<file path="config.mk">
export PLATFORM = sky130hd
export DESIGN_NAME = emu_controller_top
export DESIGN_NICKNAME = d
export VERILOG_FILES = /design/src/emu_csr_pkg.sv /design/src/emu_scan_pkg.sv /design/src/emu_ckpt_stream_out.sv /design/src/emu_controller_top.sv /design/src/emu_csr_slave.sv /design/src/emu_run_ctrl.sv /design/src/emu_scan_producer.sv /design/src/emu_word_fifo.sv
export VERILOG_INCLUDE_DIRS = /design/src
export SDC_FILE = /design/constraint.sdc
export NUM_CORES = 1
export LEC_CHECK = 0
export CAP_MARGIN = 20
export CELL_PAD_IN_SITES_DETAIL_PLACEMENT = 2
export CELL_PAD_IN_SITES_GLOBAL_PLACEMENT = 2
export CORE_ASPECT_RATIO = 0.6
export CORE_MARGIN = 5
export CORE_UTILIZATION = 44
export DETAILED_ROUTE_END_ITERATION = 12
export DONT_BUFFER_PORTS = 1
export PLACE_DENSITY_LB_ADDON = 0.1
export SLEW_MARGIN = 20
export SYNTH_ARGS = -nofsm -noshare
export SYNTH_HDL_FRONTEND = slang
export SYNTH_SLANG_ARGS = --single-unit
</file>
<file path="constraint.sdc">
create_clock -name clk -period 4.2 [get_ports clk]
set_input_delay 0.21 -clock clk [delete_from_list [all_inputs] [get_ports clk]]
set_output_delay 0.21 -clock clk [all_outputs]
set_load 0.02 [all_outputs]
</file>
<file path="src/emu_macros.svh">
`ifndef EMU_MACROS_SVH
`define EMU_MACROS_SVH

// Flip-flop scan chain geometry
`define EMU_CHAIN_FF_WORDS 8
`define EMU_WORD_WIDTH 64

// AXI-lite register bus
`define EMU_CSR_ADDR_WIDTH 12
`define EMU_CSR_DATA_WIDTH 32

// External trigger vector
`define EMU_TRIG_WIDTH 32

// Checkpoint word buffer
`define EMU_FIFO_DEPTH 4

// Register map
`define EMU_STAT 12'h000
`define EMU_TRIG_STAT 12'h004
`define EMU_CYCLE_LO 12'h008
`define EMU_CYCLE_HI 12'h00C
`define EMU_STEP 12'h010
`define EMU_CKPT_SIZE 12'h014
`define EMU_CKPT_CTRL 12'h018

`endif

</file>
<file path="src/emu_csr_pkg.sv">
`include "emu_macros.svh"

package emu_csr_pkg;

    typedef logic [`EMU_CSR_ADDR_WIDTH-1:0] csr_addr_t;
    typedef logic [`EMU_CSR_DATA_WIDTH-1:0] csr_data_t;
    typedef logic [63:0] cycle_t;
    typedef logic [`EMU_TRIG_WIDTH-1:0] trig_t;
    typedef logic [1:0] axi_resp_t;

    localparam axi_resp_t RESP_OKAY = 2'b00;
    localparam axi_resp_t RESP_SLVERR = 2'b10;

    // Bit positions in EMU_STAT and EMU_CKPT_CTRL
    localparam int STAT_PAUSE = 0;
    localparam int STAT_DUT_RST = 1;
    localparam int STAT_STEP_TRIG = 31;
    localparam int CKPT_START = 0;
    localparam int CKPT_BUSY = 1;

endpackage

</file>
<file path="src/emu_scan_pkg.sv">
`include "emu_macros.svh"

package emu_scan_pkg;

    // One word of the flip-flop chain
    typedef logic [`EMU_WORD_WIDTH-1:0] scan_word_t;

    // Holds 0 up to a full chain of words
    typedef logic [$clog2(`EMU_CHAIN_FF_WORDS + 1)-1:0] scan_cnt_t;

endpackage

</file>
<file path="src/emu_ckpt_stream_out.sv">
`timescale 1ns/1ps
`include "emu_macros.svh"

module emu_ckpt_stream_out import emu_scan_pkg::*; (
    input  logic       clk,
    input  logic       rst,
    input  scan_word_t in_data,
    input  logic       in_valid,
    output logic       in_ready,
    output scan_word_t ckpt_data,
    output logic       ckpt_valid,
    input  logic       ckpt_ready,
    output logic       ckpt_last,
    output logic       ckpt_done
);

    scan_cnt_t word_cnt;
    logic      in_fire;
    logic      out_fire;
    logic      at_last;

    // Output register refills in the same cycle it drains
    assign in_ready = !ckpt_valid || ckpt_ready;
    assign in_fire = in_valid && in_ready;
    assign out_fire = ckpt_valid && ckpt_ready;
    assign at_last = (word_cnt == scan_cnt_t'(`EMU_CHAIN_FF_WORDS - 1));
    assign ckpt_done = out_fire && ckpt_last;

    always_ff @(posedge clk) begin
        if (rst) begin
            ckpt_valid <= 1'b0;
            ckpt_last <= 1'b0;
            word_cnt <= '0;
        end else if (in_fire) begin
            ckpt_valid <= 1'b1;
            ckpt_last <= at_last;
            word_cnt <= at_last ? '0 : word_cnt + scan_cnt_t'(1);
        end else if (out_fire) begin
            ckpt_valid <= 1'b0;
            ckpt_last <= 1'b0;
        end
    end

    always_ff @(posedge clk) begin
        if (in_fire) begin
            ckpt_data <= in_data;
        end
    end

endmodule

</file>
<file path="src/emu_controller_top.sv">
`timescale 1ns/1ps
`include "emu_macros.svh"

module emu_controller_top import emu_csr_pkg::*, emu_scan_pkg::*; (
    input  logic                              clk,
    input  logic                              rst,
    input  logic                              awvalid,
    output logic                              awready,
    input  csr_addr_t                         awaddr,
    input  logic                              wvalid,
    output logic                              wready,
    input  csr_data_t                         wdata,
    input  logic [`EMU_CSR_DATA_WIDTH/8-1:0]  wstrb,
    output logic                              bvalid,
    input  logic                              bready,
    output axi_resp_t                         bresp,
    input  logic                              arvalid,
    output logic                              arready,
    input  csr_addr_t                         araddr,
    output logic                              rvalid,
    input  logic                              rready,
    output csr_data_t                         rdata,
    output axi_resp_t                         rresp,
    output logic                              dut_clk_en,
    output logic                              dut_rst,
    input  logic                              dut_stall,
    input  trig_t                             dut_trig,
    output logic                              ff_se,
    output logic                              ff_clk_en,
    output scan_word_t                        ff_di,
    input  scan_word_t                        ff_do,
    output scan_word_t                        ckpt_data,
    output logic                              ckpt_valid,
    input  logic                              ckpt_ready,
    output logic                              ckpt_last
);

    logic       stat_wr;
    logic       step_wr;
    logic       cycle_lo_wr;
    logic       cycle_hi_wr;
    csr_data_t  wr_data;
    logic       pause;
    logic       step_trig_flag;
    trig_t      trig_stat;
    cycle_t     cycle;
    csr_data_t  step;
    logic       ckpt_start;
    logic       ckpt_done;
    logic       scan_active;
    scan_word_t push_data;
    logic       push_valid;
    logic       push_ready;
    scan_word_t fifo_data;
    logic       fifo_valid;
    logic       fifo_ready;

    emu_csr_slave u_csr (
        .clk            (clk),
        .rst            (rst),
        .awvalid        (awvalid),
        .awready        (awready),
        .awaddr         (awaddr),
        .wvalid         (wvalid),
        .wready         (wready),
        .wdata          (wdata),
        .wstrb          (wstrb),
        .bvalid         (bvalid),
        .bready         (bready),
        .bresp          (bresp),
        .arvalid        (arvalid),
        .arready        (arready),
        .araddr         (araddr),
        .rvalid         (rvalid),
        .rready         (rready),
        .rdata          (rdata),
        .rresp          (rresp),
        .stat_wr        (stat_wr),
        .step_wr        (step_wr),
        .cycle_lo_wr    (cycle_lo_wr),
        .cycle_hi_wr    (cycle_hi_wr),
        .wr_data        (wr_data),
        .pause          (pause),
        .dut_rst        (dut_rst),
        .step_trig_flag (step_trig_flag),
        .trig_stat      (trig_stat),
        .cycle          (cycle),
        .step           (step),
        .ckpt_start     (ckpt_start),
        .ckpt_done      (ckpt_done)
    );

    emu_run_ctrl u_run (
        .clk            (clk),
        .rst            (rst),
        .stat_wr        (stat_wr),
        .step_wr        (step_wr),
        .cycle_lo_wr    (cycle_lo_wr),
        .cycle_hi_wr    (cycle_hi_wr),
        .wr_data        (wr_data),
        .dut_stall      (dut_stall),
        .dut_trig       (dut_trig),
        .scan_active    (scan_active),
        .dut_clk_en     (dut_clk_en),
        .pause          (pause),
        .dut_rst        (dut_rst),
        .step_trig_flag (step_trig_flag),
        .trig_stat      (trig_stat),
        .cycle          (cycle),
        .step           (step)
    );

    emu_scan_producer u_scan (
        .clk         (clk),
        .rst         (rst),
        .ckpt_start  (ckpt_start),
        .ff_do       (ff_do),
        .ff_se       (ff_se),
        .ff_clk_en   (ff_clk_en),
        .ff_di       (ff_di),
        .scan_active (scan_active),
        .push_data   (push_data),
        .push_valid  (push_valid),
        .push_ready  (push_ready)
    );

    emu_word_fifo #(
        .item_t (scan_word_t),
        .DEPTH  (`EMU_FIFO_DEPTH)
    ) u_fifo (
        .clk       (clk),
        .rst       (rst),
        .in_data   (push_data),
        .in_valid  (push_valid),
        .in_ready  (push_ready),
        .out_data  (fifo_data),
        .out_valid (fifo_valid),
        .out_ready (fifo_ready)
    );

    emu_ckpt_stream_out u_out (
        .clk        (clk),
        .rst        (rst),
        .in_data    (fifo_data),
        .in_valid   (fifo_valid),
        .in_ready   (fifo_ready),
        .ckpt_data  (ckpt_data),
        .ckpt_valid (ckpt_valid),
        .ckpt_ready (ckpt_ready),
        .ckpt_last  (ckpt_last),
        .ckpt_done  (ckpt_done)
    );

endmodule

</file>
<file path="src/emu_csr_slave.sv">
`timescale 1ns/1ps
`include "emu_macros.svh"

module emu_csr_slave import emu_csr_pkg::*; (
    input  logic                              clk,
    input  logic                              rst,
    input  logic                              awvalid,
    output logic                              awready,
    input  csr_addr_t                         awaddr,
    input  logic                              wvalid,
    output logic                              wready,
    input  csr_data_t                         wdata,
    input  logic [`EMU_CSR_DATA_WIDTH/8-1:0]  wstrb,
    output logic                              bvalid,
    input  logic                              bready,
    output axi_resp_t                         bresp,
    input  logic                              arvalid,
    output logic                              arready,
    input  csr_addr_t                         araddr,
    output logic                              rvalid,
    input  logic                              rready,
    output csr_data_t                         rdata,
    output axi_resp_t                         rresp,
    output logic                              stat_wr,
    output logic                              step_wr,
    output logic                              cycle_lo_wr,
    output logic                              cycle_hi_wr,
    output csr_data_t                         wr_data,
    input  logic                              pause,
    input  logic                              dut_rst,
    input  logic                              step_trig_flag,
    input  trig_t                             trig_stat,
    input  cycle_t                            cycle,
    input  csr_data_t                         step,
    output logic                              ckpt_start,
    input  logic                              ckpt_done
);

    csr_addr_t aw_addr;
    csr_data_t w_data;
    logic      aw_held;
    logic      w_held;
    logic      w_err;
    logic      b_err;
    logic      do_write;
    csr_addr_t ar_addr;
    logic      ar_held;
    csr_data_t rd_mux;
    logic      ckpt_busy;

    assign awready = !aw_held && !bvalid;
    assign wready = !w_held;
    assign bresp = b_err ? RESP_SLVERR : RESP_OKAY;

    // Partial strobes complete the handshake but change nothing
    assign do_write = aw_held && w_held && !w_err;
    assign wr_data = w_data;

    assign stat_wr = do_write && (aw_addr == `EMU_STAT);
    assign step_wr = do_write && (aw_addr == `EMU_STEP);
    assign cycle_lo_wr = do_write && (aw_addr == `EMU_CYCLE_LO);
    assign cycle_hi_wr = do_write && (aw_addr == `EMU_CYCLE_HI);
    assign ckpt_start = do_write && (aw_addr == `EMU_CKPT_CTRL)
                        && w_data[CKPT_START] && !ckpt_busy;

    always_ff @(posedge clk) begin
        if (rst) begin
            aw_held <= 1'b0;
            w_held <= 1'b0;
            bvalid <= 1'b0;
            b_err <= 1'b0;
        end else begin
            if (bvalid && bready) begin
                bvalid <= 1'b0;
            end
            if (awvalid && awready) begin
                aw_held <= 1'b1;
            end
            if (wvalid && wready) begin
                w_held <= 1'b1;
            end
            if (aw_held && w_held) begin
                aw_held <= 1'b0;
                w_held <= 1'b0;
                bvalid <= 1'b1;
                b_err <= w_err;
            end
        end
    end

    always_ff @(posedge clk) begin
        if (awvalid && awready) begin
            aw_addr <= awaddr;
        end
        if (wvalid && wready) begin
            w_data <= wdata;
            w_err <= (wstrb != '1);
        end
    end

    // Checkpoint in flight until the last word leaves the stream
    always_ff @(posedge clk) begin
        if (rst) begin
            ckpt_busy <= 1'b0;
        end else if (ckpt_start) begin
            ckpt_busy <= 1'b1;
        end else if (ckpt_done) begin
            ckpt_busy <= 1'b0;
        end
    end

    always_comb begin
        rd_mux = '0;
        case (ar_addr)
            `EMU_STAT: begin
                rd_mux[STAT_PAUSE] = pause;
                rd_mux[STAT_DUT_RST] = dut_rst;
                rd_mux[STAT_STEP_TRIG] = step_trig_flag;
            end
            `EMU_TRIG_STAT: rd_mux = trig_stat;
            `EMU_CYCLE_LO: rd_mux = cycle[31:0];
            `EMU_CYCLE_HI: rd_mux = cycle[63:32];
            `EMU_STEP: rd_mux = step;
            `EMU_CKPT_SIZE: rd_mux = csr_data_t'(8 * `EMU_CHAIN_FF_WORDS);
            `EMU_CKPT_CTRL: rd_mux[CKPT_BUSY] = ckpt_busy;
            default: rd_mux = '0;
        endcase
    end

    assign arready = !ar_held;
    assign rresp = RESP_OKAY;

    always_ff @(posedge clk) begin
        if (rst) begin
            ar_held <= 1'b0;
            rvalid <= 1'b0;
        end else begin
            if (arvalid && arready) begin
                ar_held <= 1'b1;
            end
            if (ar_held && !rvalid) begin
                rvalid <= 1'b1;
            end
            if (rvalid && rready) begin
                ar_held <= 1'b0;
                rvalid <= 1'b0;
            end
        end
    end

    always_ff @(posedge clk) begin
        if (arvalid && arready) begin
            ar_addr <= araddr;
        end
        if (ar_held && !rvalid) begin
            rdata <= rd_mux;
        end
    end

    // A write response is never withdrawn before the master takes it
    assert property (@(posedge clk) disable iff (rst) bvalid && !bready |=> bvalid);

endmodule

</file>
<file path="src/emu_run_ctrl.sv">
`timescale 1ns/1ps
`include "emu_macros.svh"

module emu_run_ctrl import emu_csr_pkg::*; (
    input  logic      clk,
    input  logic      rst,
    input  logic      stat_wr,
    input  logic      step_wr,
    input  logic      cycle_lo_wr,
    input  logic      cycle_hi_wr,
    input  csr_data_t wr_data,
    input  logic      dut_stall,
    input  trig_t     dut_trig,
    input  logic      scan_active,
    output logic      dut_clk_en,
    output logic      pause,
    output logic      dut_rst,
    output logic      step_trig_flag,
    output trig_t     trig_stat,
    output cycle_t    cycle,
    output csr_data_t step
);

    csr_data_t step_next;
    logic      step_hit;
    logic      trigger;

    assign dut_clk_en = !(pause || dut_stall || scan_active);

    // Countdown only moves on cycles the DUT actually advances
    assign step_next = (dut_clk_en && step != '0) ? step - 1'b1 : step;
    assign step_hit = (step != '0) && (step_next == '0);
    assign trigger = step_hit || (|dut_trig);

    always_ff @(posedge clk) begin
        if (rst) begin
            step <= '0;
        end else if (step_wr) begin
            step <= wr_data;
        end else begin
            step <= step_next;
        end
    end

    always_ff @(posedge clk) begin
        if (rst) begin
            pause <= 1'b1;
            dut_rst <= 1'b1;
            step_trig_flag <= 1'b0;
            trig_stat <= '0;
        end else begin
            if (stat_wr) begin
                pause <= wr_data[STAT_PAUSE];
                dut_rst <= wr_data[STAT_DUT_RST];
            end
            // Any trigger wins over a software unpause
            if (trigger) begin
                pause <= 1'b1;
                step_trig_flag <= step_hit;
                trig_stat <= dut_trig;
            end
        end
    end

    // Software may only load the counter while the DUT clock is stopped
    always_ff @(posedge clk) begin
        if (rst) begin
            cycle <= '0;
        end else if (dut_clk_en) begin
            cycle <= cycle + 1'b1;
        end else begin
            if (cycle_lo_wr) begin
                cycle[31:0] <= wr_data;
            end
            if (cycle_hi_wr) begin
                cycle[63:32] <= wr_data;
            end
        end
    end

    assert property (@(posedge clk) disable iff (rst)
        !dut_clk_en && !cycle_lo_wr && !cycle_hi_wr |=> $stable(cycle));

endmodule

</file>
<file path="src/emu_scan_producer.sv">
`timescale 1ns/1ps
`include "emu_macros.svh"

module emu_scan_producer import emu_scan_pkg::*; (
    input  logic       clk,
    input  logic       rst,
    input  logic       ckpt_start,
    input  scan_word_t ff_do,
    output logic       ff_se,
    output logic       ff_clk_en,
    output scan_word_t ff_di,
    output logic       scan_active,
    output scan_word_t push_data,
    output logic       push_valid,
    input  logic       push_ready
);

    scan_cnt_t word_cnt;
    logic      push;
    logic      last_push;

    assign push_valid = scan_active;
    assign push_data = ff_do;
    assign push = push_valid && push_ready;
    assign last_push = push && (word_cnt == scan_cnt_t'(`EMU_CHAIN_FF_WORDS - 1));

    // Chain shifts only when its head word was accepted, so a full FIFO stalls it
    assign ff_se = scan_active;
    assign ff_clk_en = push;

    // Words rotate back in so the chain ends where it started
    assign ff_di = ff_do;

    always_ff @(posedge clk) begin
        if (rst) begin
            scan_active <= 1'b0;
            word_cnt <= '0;
        end else if (ckpt_start) begin
            scan_active <= 1'b1;
            word_cnt <= '0;
        end else if (last_push) begin
            scan_active <= 1'b0;
            word_cnt <= '0;
        end else if (push) begin
            word_cnt <= word_cnt + scan_cnt_t'(1);
        end
    end

    assert property (@(posedge clk) disable iff (rst) ff_clk_en |-> ff_se);

endmodule

</file>
<file path="src/emu_word_fifo.sv">
`timescale 1ns/1ps
`include "emu_macros.svh"

module emu_word_fifo #(
    parameter type item_t = logic [`EMU_WORD_WIDTH-1:0],
    parameter int  DEPTH = `EMU_FIFO_DEPTH
) (
    input  logic  clk,
    input  logic  rst,
    input  item_t in_data,
    input  logic  in_valid,
    output logic  in_ready,
    output item_t out_data,
    output logic  out_valid,
    input  logic  out_ready
);

    localparam int PTR_W = (DEPTH > 1) ? $clog2(DEPTH) : 1;
    localparam int CNT_W = $clog2(DEPTH + 1);

    item_t            mem [DEPTH];
    logic [PTR_W-1:0] wr_ptr;
    logic [PTR_W-1:0] rd_ptr;
    logic [CNT_W-1:0] fill;
    logic             push;
    logic             pop;

    // Wrap explicitly so depths other than powers of two work
    function automatic logic [PTR_W-1:0] next_ptr(input logic [PTR_W-1:0] ptr);
        return (ptr == PTR_W'(DEPTH - 1)) ? '0 : ptr + PTR_W'(1);
    endfunction

    assign in_ready = (fill != CNT_W'(DEPTH));
    assign out_valid = (fill != '0);
    assign out_data = mem[rd_ptr];
    assign push = in_valid && in_ready;
    assign pop = out_valid && out_ready;

    always_ff @(posedge clk) begin
        if (push) begin
            mem[wr_ptr] <= in_data;
        end
    end

    always_ff @(posedge clk) begin
        if (rst) begin
            wr_ptr <= '0;
            rd_ptr <= '0;
            fill <= '0;
        end else begin
            if (push) begin
                wr_ptr <= next_ptr(wr_ptr);
            end
            if (pop) begin
                rd_ptr <= next_ptr(rd_ptr);
            end
            if (push && !pop) begin
                fill <= fill + CNT_W'(1);
            end else if (pop && !push) begin
                fill <= fill - CNT_W'(1);
            end
        end
    end

    assert property (@(posedge clk) disable iff (rst) fill <= CNT_W'(DEPTH));

endmodule

</file>
==> implementation parameters <==
Parameter                              Value

Clock network
  Total CTS buffers ... 54
  TritonCTS clock tree ... yes
  Clock-pin transition on the worst setup and hold timing paths ... 0.06 ns
  # Post-CTS Setup Buffers ... 0
  Buffer cell driving the clock tree root ... sky130_fd_sc_hd__clkbuf_16
  H-tree level count ... 2
  Number of clock sinks ... 565
  Maximum buffer depth of the clock tree ... 3
  Clk Latency, worst-skew pair ... 0.62 ns

Timing
  Total negative slack ... 0 ns
  Worst-margin pin slew ... 1.097 ns
  Max_slew headroom ... 26.87%
  Worst slack on hold paths ... 0.03698 ns
  Number of max-slew violations in the final report ... 0
  Post-layout min period ... 4.058 ns
  Unrepaired setup endpoints after global routing ... false
  Worst-case clock skew ... 0.01289 ns
  Final count of hold timing violations ... 0
  Max Clock Freq ... 0.2465 GHz
  Total setup violations reported at the end of the flow ... 0
  Portion of the clock cycle consumed by the worst path in the final layout ... 96.61%

Finish
  Area taken by flip-flops and latches ... 15410 µm²
  Layout cell share with drive strength beyond 1 ... 14.80%
  Net count reported at finish ... 2037
  Antenna Diode Count ... 0
  Number of fillers in the final layout ... 5009
  Synth-to-Final Area Change ... 16.80%
  Multi-input gate area ... 7466 µm²

Power
  Combinational Power Share ... 10.2%
  Power density cells ... 502.5 nW/µm²
  NetSw ... 0.003811 W
  Share of power burned in the clock network ... 36.5%
  Switching portion of total power ... 27.29%
  Leakage power ... 9.085 nW
  Reg power frac ... 53.3%
  Peak VDD IR ... 346.4 µV
  Total power after layout ... 0.01397 W
  Internal power ... 0.01016 W

Worst hold path
  Worst Hold Class ... in -> reg

Logic synthesis
  Fraction of synthesis flops using an asynchronous set or reset pin ... 0%
  Leading post-synthesis cells by cell area ... sky130_fd_sc_hd__edfxtp_1, sky130_fd_sc_hd__dfxtp_1, sky130_fd_sc_hd__mux4_2
  Most frequently used flop master after synthesis ... sky130_fd_sc_hd__edfxtp_1
  Most frequent cells after synthesis ... sky130_fd_sc_hd__edfxtp_1, sky130_fd_sc_hd__nor2_1, sky130_fd_sc_hd__dfxtp_1
  Number of instances in the synthesized netlist ... 1744
  Sequential element share of the synthesized area ... 64.73%
  Syn_area_per_cell ... 13.65 µm²
  Post-synth EDFFs ... 409
  Post-synth design cell area ... 23800 µm²
  Post-synth top area cell ... sky130_fd_sc_hd__edfxtp_1
  Number of library cell types mapped by synthesis ... 83
  Synthesis Warnings ... 0
  Area share of the leading cell type in the synthesized netlist ... 51.61%
  #FFs+latches synth ... 565
  Most common cell in the netlist ... sky130_fd_sc_hd__edfxtp_1

Global route
  Maximum number of pins on one net before global-route repair ... 108
  Global-route wire length before repair ... 121.6 mm
  Sum of overflow across all layers after global routing ... 0
  Number of global-route vias before repair ... 17.31k
  GR Util All Layers ... 27.94%
  Antenna violations before repair ... 1

Place
  Final estimated routing congestion in global placement ... 0.9605
  Number of input and output port buffers inserted ... 0
  Post-DP HPWL ... 57.46 mm

Worst setup path
  Setup slack on the worst flop-to-flop path ... 0.14 ns
  Capture instance of the worst register-to-register path ... u_run.trig_stat[18]
  WS Path Type ... reg -> reg
  Biggest cell delay along the critical path ... 0.47 ns
  Slowest CP cell ... sky130_fd_sc_hd__a211oi_1
  Bufs and invs on worst path ... 3
  Crit. Startpoint ... u_run.step[1]
  Critical path startpoint category ... register
  Reg-to-Reg Start ... u_run.step[1]
  Sequence of cells on the critical path ... inv_1, ha_1, nor3b_1, nand4_1, nor3_2, buf_4, nor2_1, a211oi_1, nand4_1, nor4_4, buf_12, o2bb2ai_2
  CP endpoint kind ... register
  Crit path max fanout ... 34
  Required time reported for the critical path endpoint ... 4.70 ns
  R2R depth ... 12
  Count of cell instances traversed by the critical path ... 12
  Critical path capture point ... u_run.trig_stat[18]
  CP top delay family ... simple AND/OR/NAND/NOR gates
  Arrival time reported for the critical path endpoint ... 4.56 ns
  Cell occurring most often along the worst timing path ... sky130_fd_sc_hd__nand4_1

Detailed routing
  Post-detailed-routing wire length ... 83.10 mm
  Met2 WL post-DR ... 40.11 mm
  Drt first pass iters ... 5
  Number of design rule violations left after detail routing ... 0
  Number of violations reported at the end of detailed-routing iteration 0 ... 1420
  Via/cell ratio ... 6.134
  Highest metal layer with signal wires ... met4
  WL met1 ... 36.15 mm
  Met3 WL post-DR ... 5.237 mm
  Routed vias ... 16.06k
  DRT antenna net count ... 0
  Average wire per standard cell ... 31.73 µm

Floorplan
  Overall die width ... 310.2 µm
  Number of primary I/O pins ... 340
  Row count ... 66
  Vert. Die Dim ... 190.1 µm
  Initial Utilization ... 44.20%
  Placeable Area ... 53840 µm²
  Area of the die ... 58990 µm²

Status
  Run status ... completed

Run
  Max-capacitance violation count ... 0
-- through the flow --
stage	instance area [µm²]	cells	worst slack, ns	util (%)
5_1_grt	27800	2619	0.05901	51.62
2_1_floorplan	23810	1746	0.8816	-
3_5_place_dp	24320	2356	0.4177	45.16
6_report	27800	2619	0.1425	51.62
4_1_cts	27770	2618	0.4004	51.57
3_3_place_gp	24320	2356	0.5831	45.16
-- metal layers --
layer / vias to the layer above / global-route usage, %
li1: 6913 / -
met1: 8528 / 39.31
met2: 525 / 45.55
met3: 98 / 5.653
met4: 0 / 5.921
met5: - / 0
-- power groups by stage --
stage	combinational (W)	sequential (W)	clock [W]
2_1_floorplan	0.00108	0.00729	0
3_3_place_gp	0.00117	0.00756	0
3_5_place_dp	0.00125	0.00760	0
4_1_cts	0.00145	0.00748	0.00518
5_1_grt	0.00153	0.00750	0.00547
6_report	0.00143	0.00745	0.00509
-- layout make-up --
cell class                 instances  share of cell area (%)
multi-input combinational        997                   26.86
tap                              714                   3.214
clock buffer                      75                   5.397
timing repair buffer             217                   7.598
inverter                          25                  0.3376
sequential                       565                   55.44
clock inverter                    26                   1.152
-- state kept, by name (all words and copies together) (netlist names), 2 cells and up --
signal,count
u_fifo.rd_ptr,2
u_fifo.wr_ptr,2
u_csr.wr_data,32
u_scan.word_cnt,4
u_fifo.fill,3
u_out.ckpt_data,64
u_run.trig_stat,32
u_run.cycle,64
u_out.word_cnt,4
u_csr.rdata,32
u_csr.ar_addr,12
u_fifo.mem,256
u_csr.aw_addr,12
u_run.step,32
-- worst min-delay path by stage --
stage                    from          endpoint  slack, ns  cells past startpoint
detailed placement  awaddr[8]  u_csr.aw_addr[8]       0.31                      0
finish                arvalid  u_csr.ar_addr[0]       0.04                      1
global route          arvalid  u_csr.ar_addr[6]       0.02                      1
global placement          rst  u_fifo.rd_ptr[1]       0.31                      1
floorplan           araddr[0]  u_csr.ar_addr[0]       0.31                      0
CTS                       rst    u_run.cycle[5]       0.03                      2
-- worst reg2reg max path, stage by stage, from the launching register on --
cell	delay [ns]
sky130_fd_sc_hd__dfxtp_1	0.42
sky130_fd_sc_hd__inv_1	0.14
sky130_fd_sc_hd__ha_1	0.25
sky130_fd_sc_hd__nor3b_1	0.30
sky130_fd_sc_hd__nand4_1	0.43
sky130_fd_sc_hd__nor3_2	0.45
sky130_fd_sc_hd__buf_4	0.32
sky130_fd_sc_hd__nor2_1	0.25
sky130_fd_sc_hd__a211oi_1	0.47
sky130_fd_sc_hd__nand4_1	0.20
sky130_fd_sc_hd__nor4_4	0.24
sky130_fd_sc_hd__buf_12	0.31
sky130_fd_sc_hd__o2bb2ai_2	0.15
-- placed cells by master, fill, tap and decap left out, types with 7 or more instances in the layout --
cell	count
sky130_fd_sc_hd__o211ai_1	9
sky130_fd_sc_hd__nand2_1	117
sky130_fd_sc_hd__a221oi_1	8
sky130_fd_sc_hd__and3_1	19
sky130_fd_sc_hd__nor4_1	42
sky130_fd_sc_hd__xor2_1	11
sky130_fd_sc_hd__o2bb2ai_2	30
sky130_fd_sc_hd__ha_1	11
sky130_fd_sc_hd__dlygate4sd3_1	160
sky130_fd_sc_hd__nor3_1	49
sky130_fd_sc_hd__and4_1	9
sky130_fd_sc_hd__o21ai_0	40
sky130_fd_sc_hd__a211oi_1	32
sky130_fd_sc_hd__nand3_1	37
sky130_fd_sc_hd__mux2i_1	45
sky130_fd_sc_hd__nand4_1	29
sky130_fd_sc_hd__nor2_1	184
sky130_fd_sc_hd__buf_4	51
sky130_fd_sc_hd__clkbuf_8	7
sky130_fd_sc_hd__a311oi_1	9
sky130_fd_sc_hd__clkbuf_16	54
sky130_fd_sc_hd__inv_1	23
sky130_fd_sc_hd__clkbuf_1	14
sky130_fd_sc_hd__mux4_2	64
sky130_fd_sc_hd__edfxtp_1	409
sky130_fd_sc_hd__or3_1	12
sky130_fd_sc_hd__dfxtp_1	154
sky130_fd_sc_hd__xnor2_1	14
sky130_fd_sc_hd__a221o_1	27
sky130_fd_sc_hd__a31oi_1	10
sky130_fd_sc_hd__a21oi_1	65
sky130_fd_sc_hd__clkinv_2	10
-- kinds of logic after synthesis --
kind of cell               count (synthesis)  synth area share (%)
DFF                                      565                 64.73
and+or+nand+nor                          563                 12.00
AOI/OAI and AO/OA                        283                 9.432
buffers and inverters                    184                 4.190
muxes                                    111                 8.044
xor gates and xnor gates                  25                0.9201
adders and majority gates                 12                0.6625
other                                      1               0.01576
-- timing repair --
action / CTS / global route
hold buffers: 161 / 0
endpoints found under the setup margin: 0 / 1
resized for setup: 0 / 1
hold endpoints to repair: 463 / 0
No activity file was read; power rests on OpenSTA's default activity.
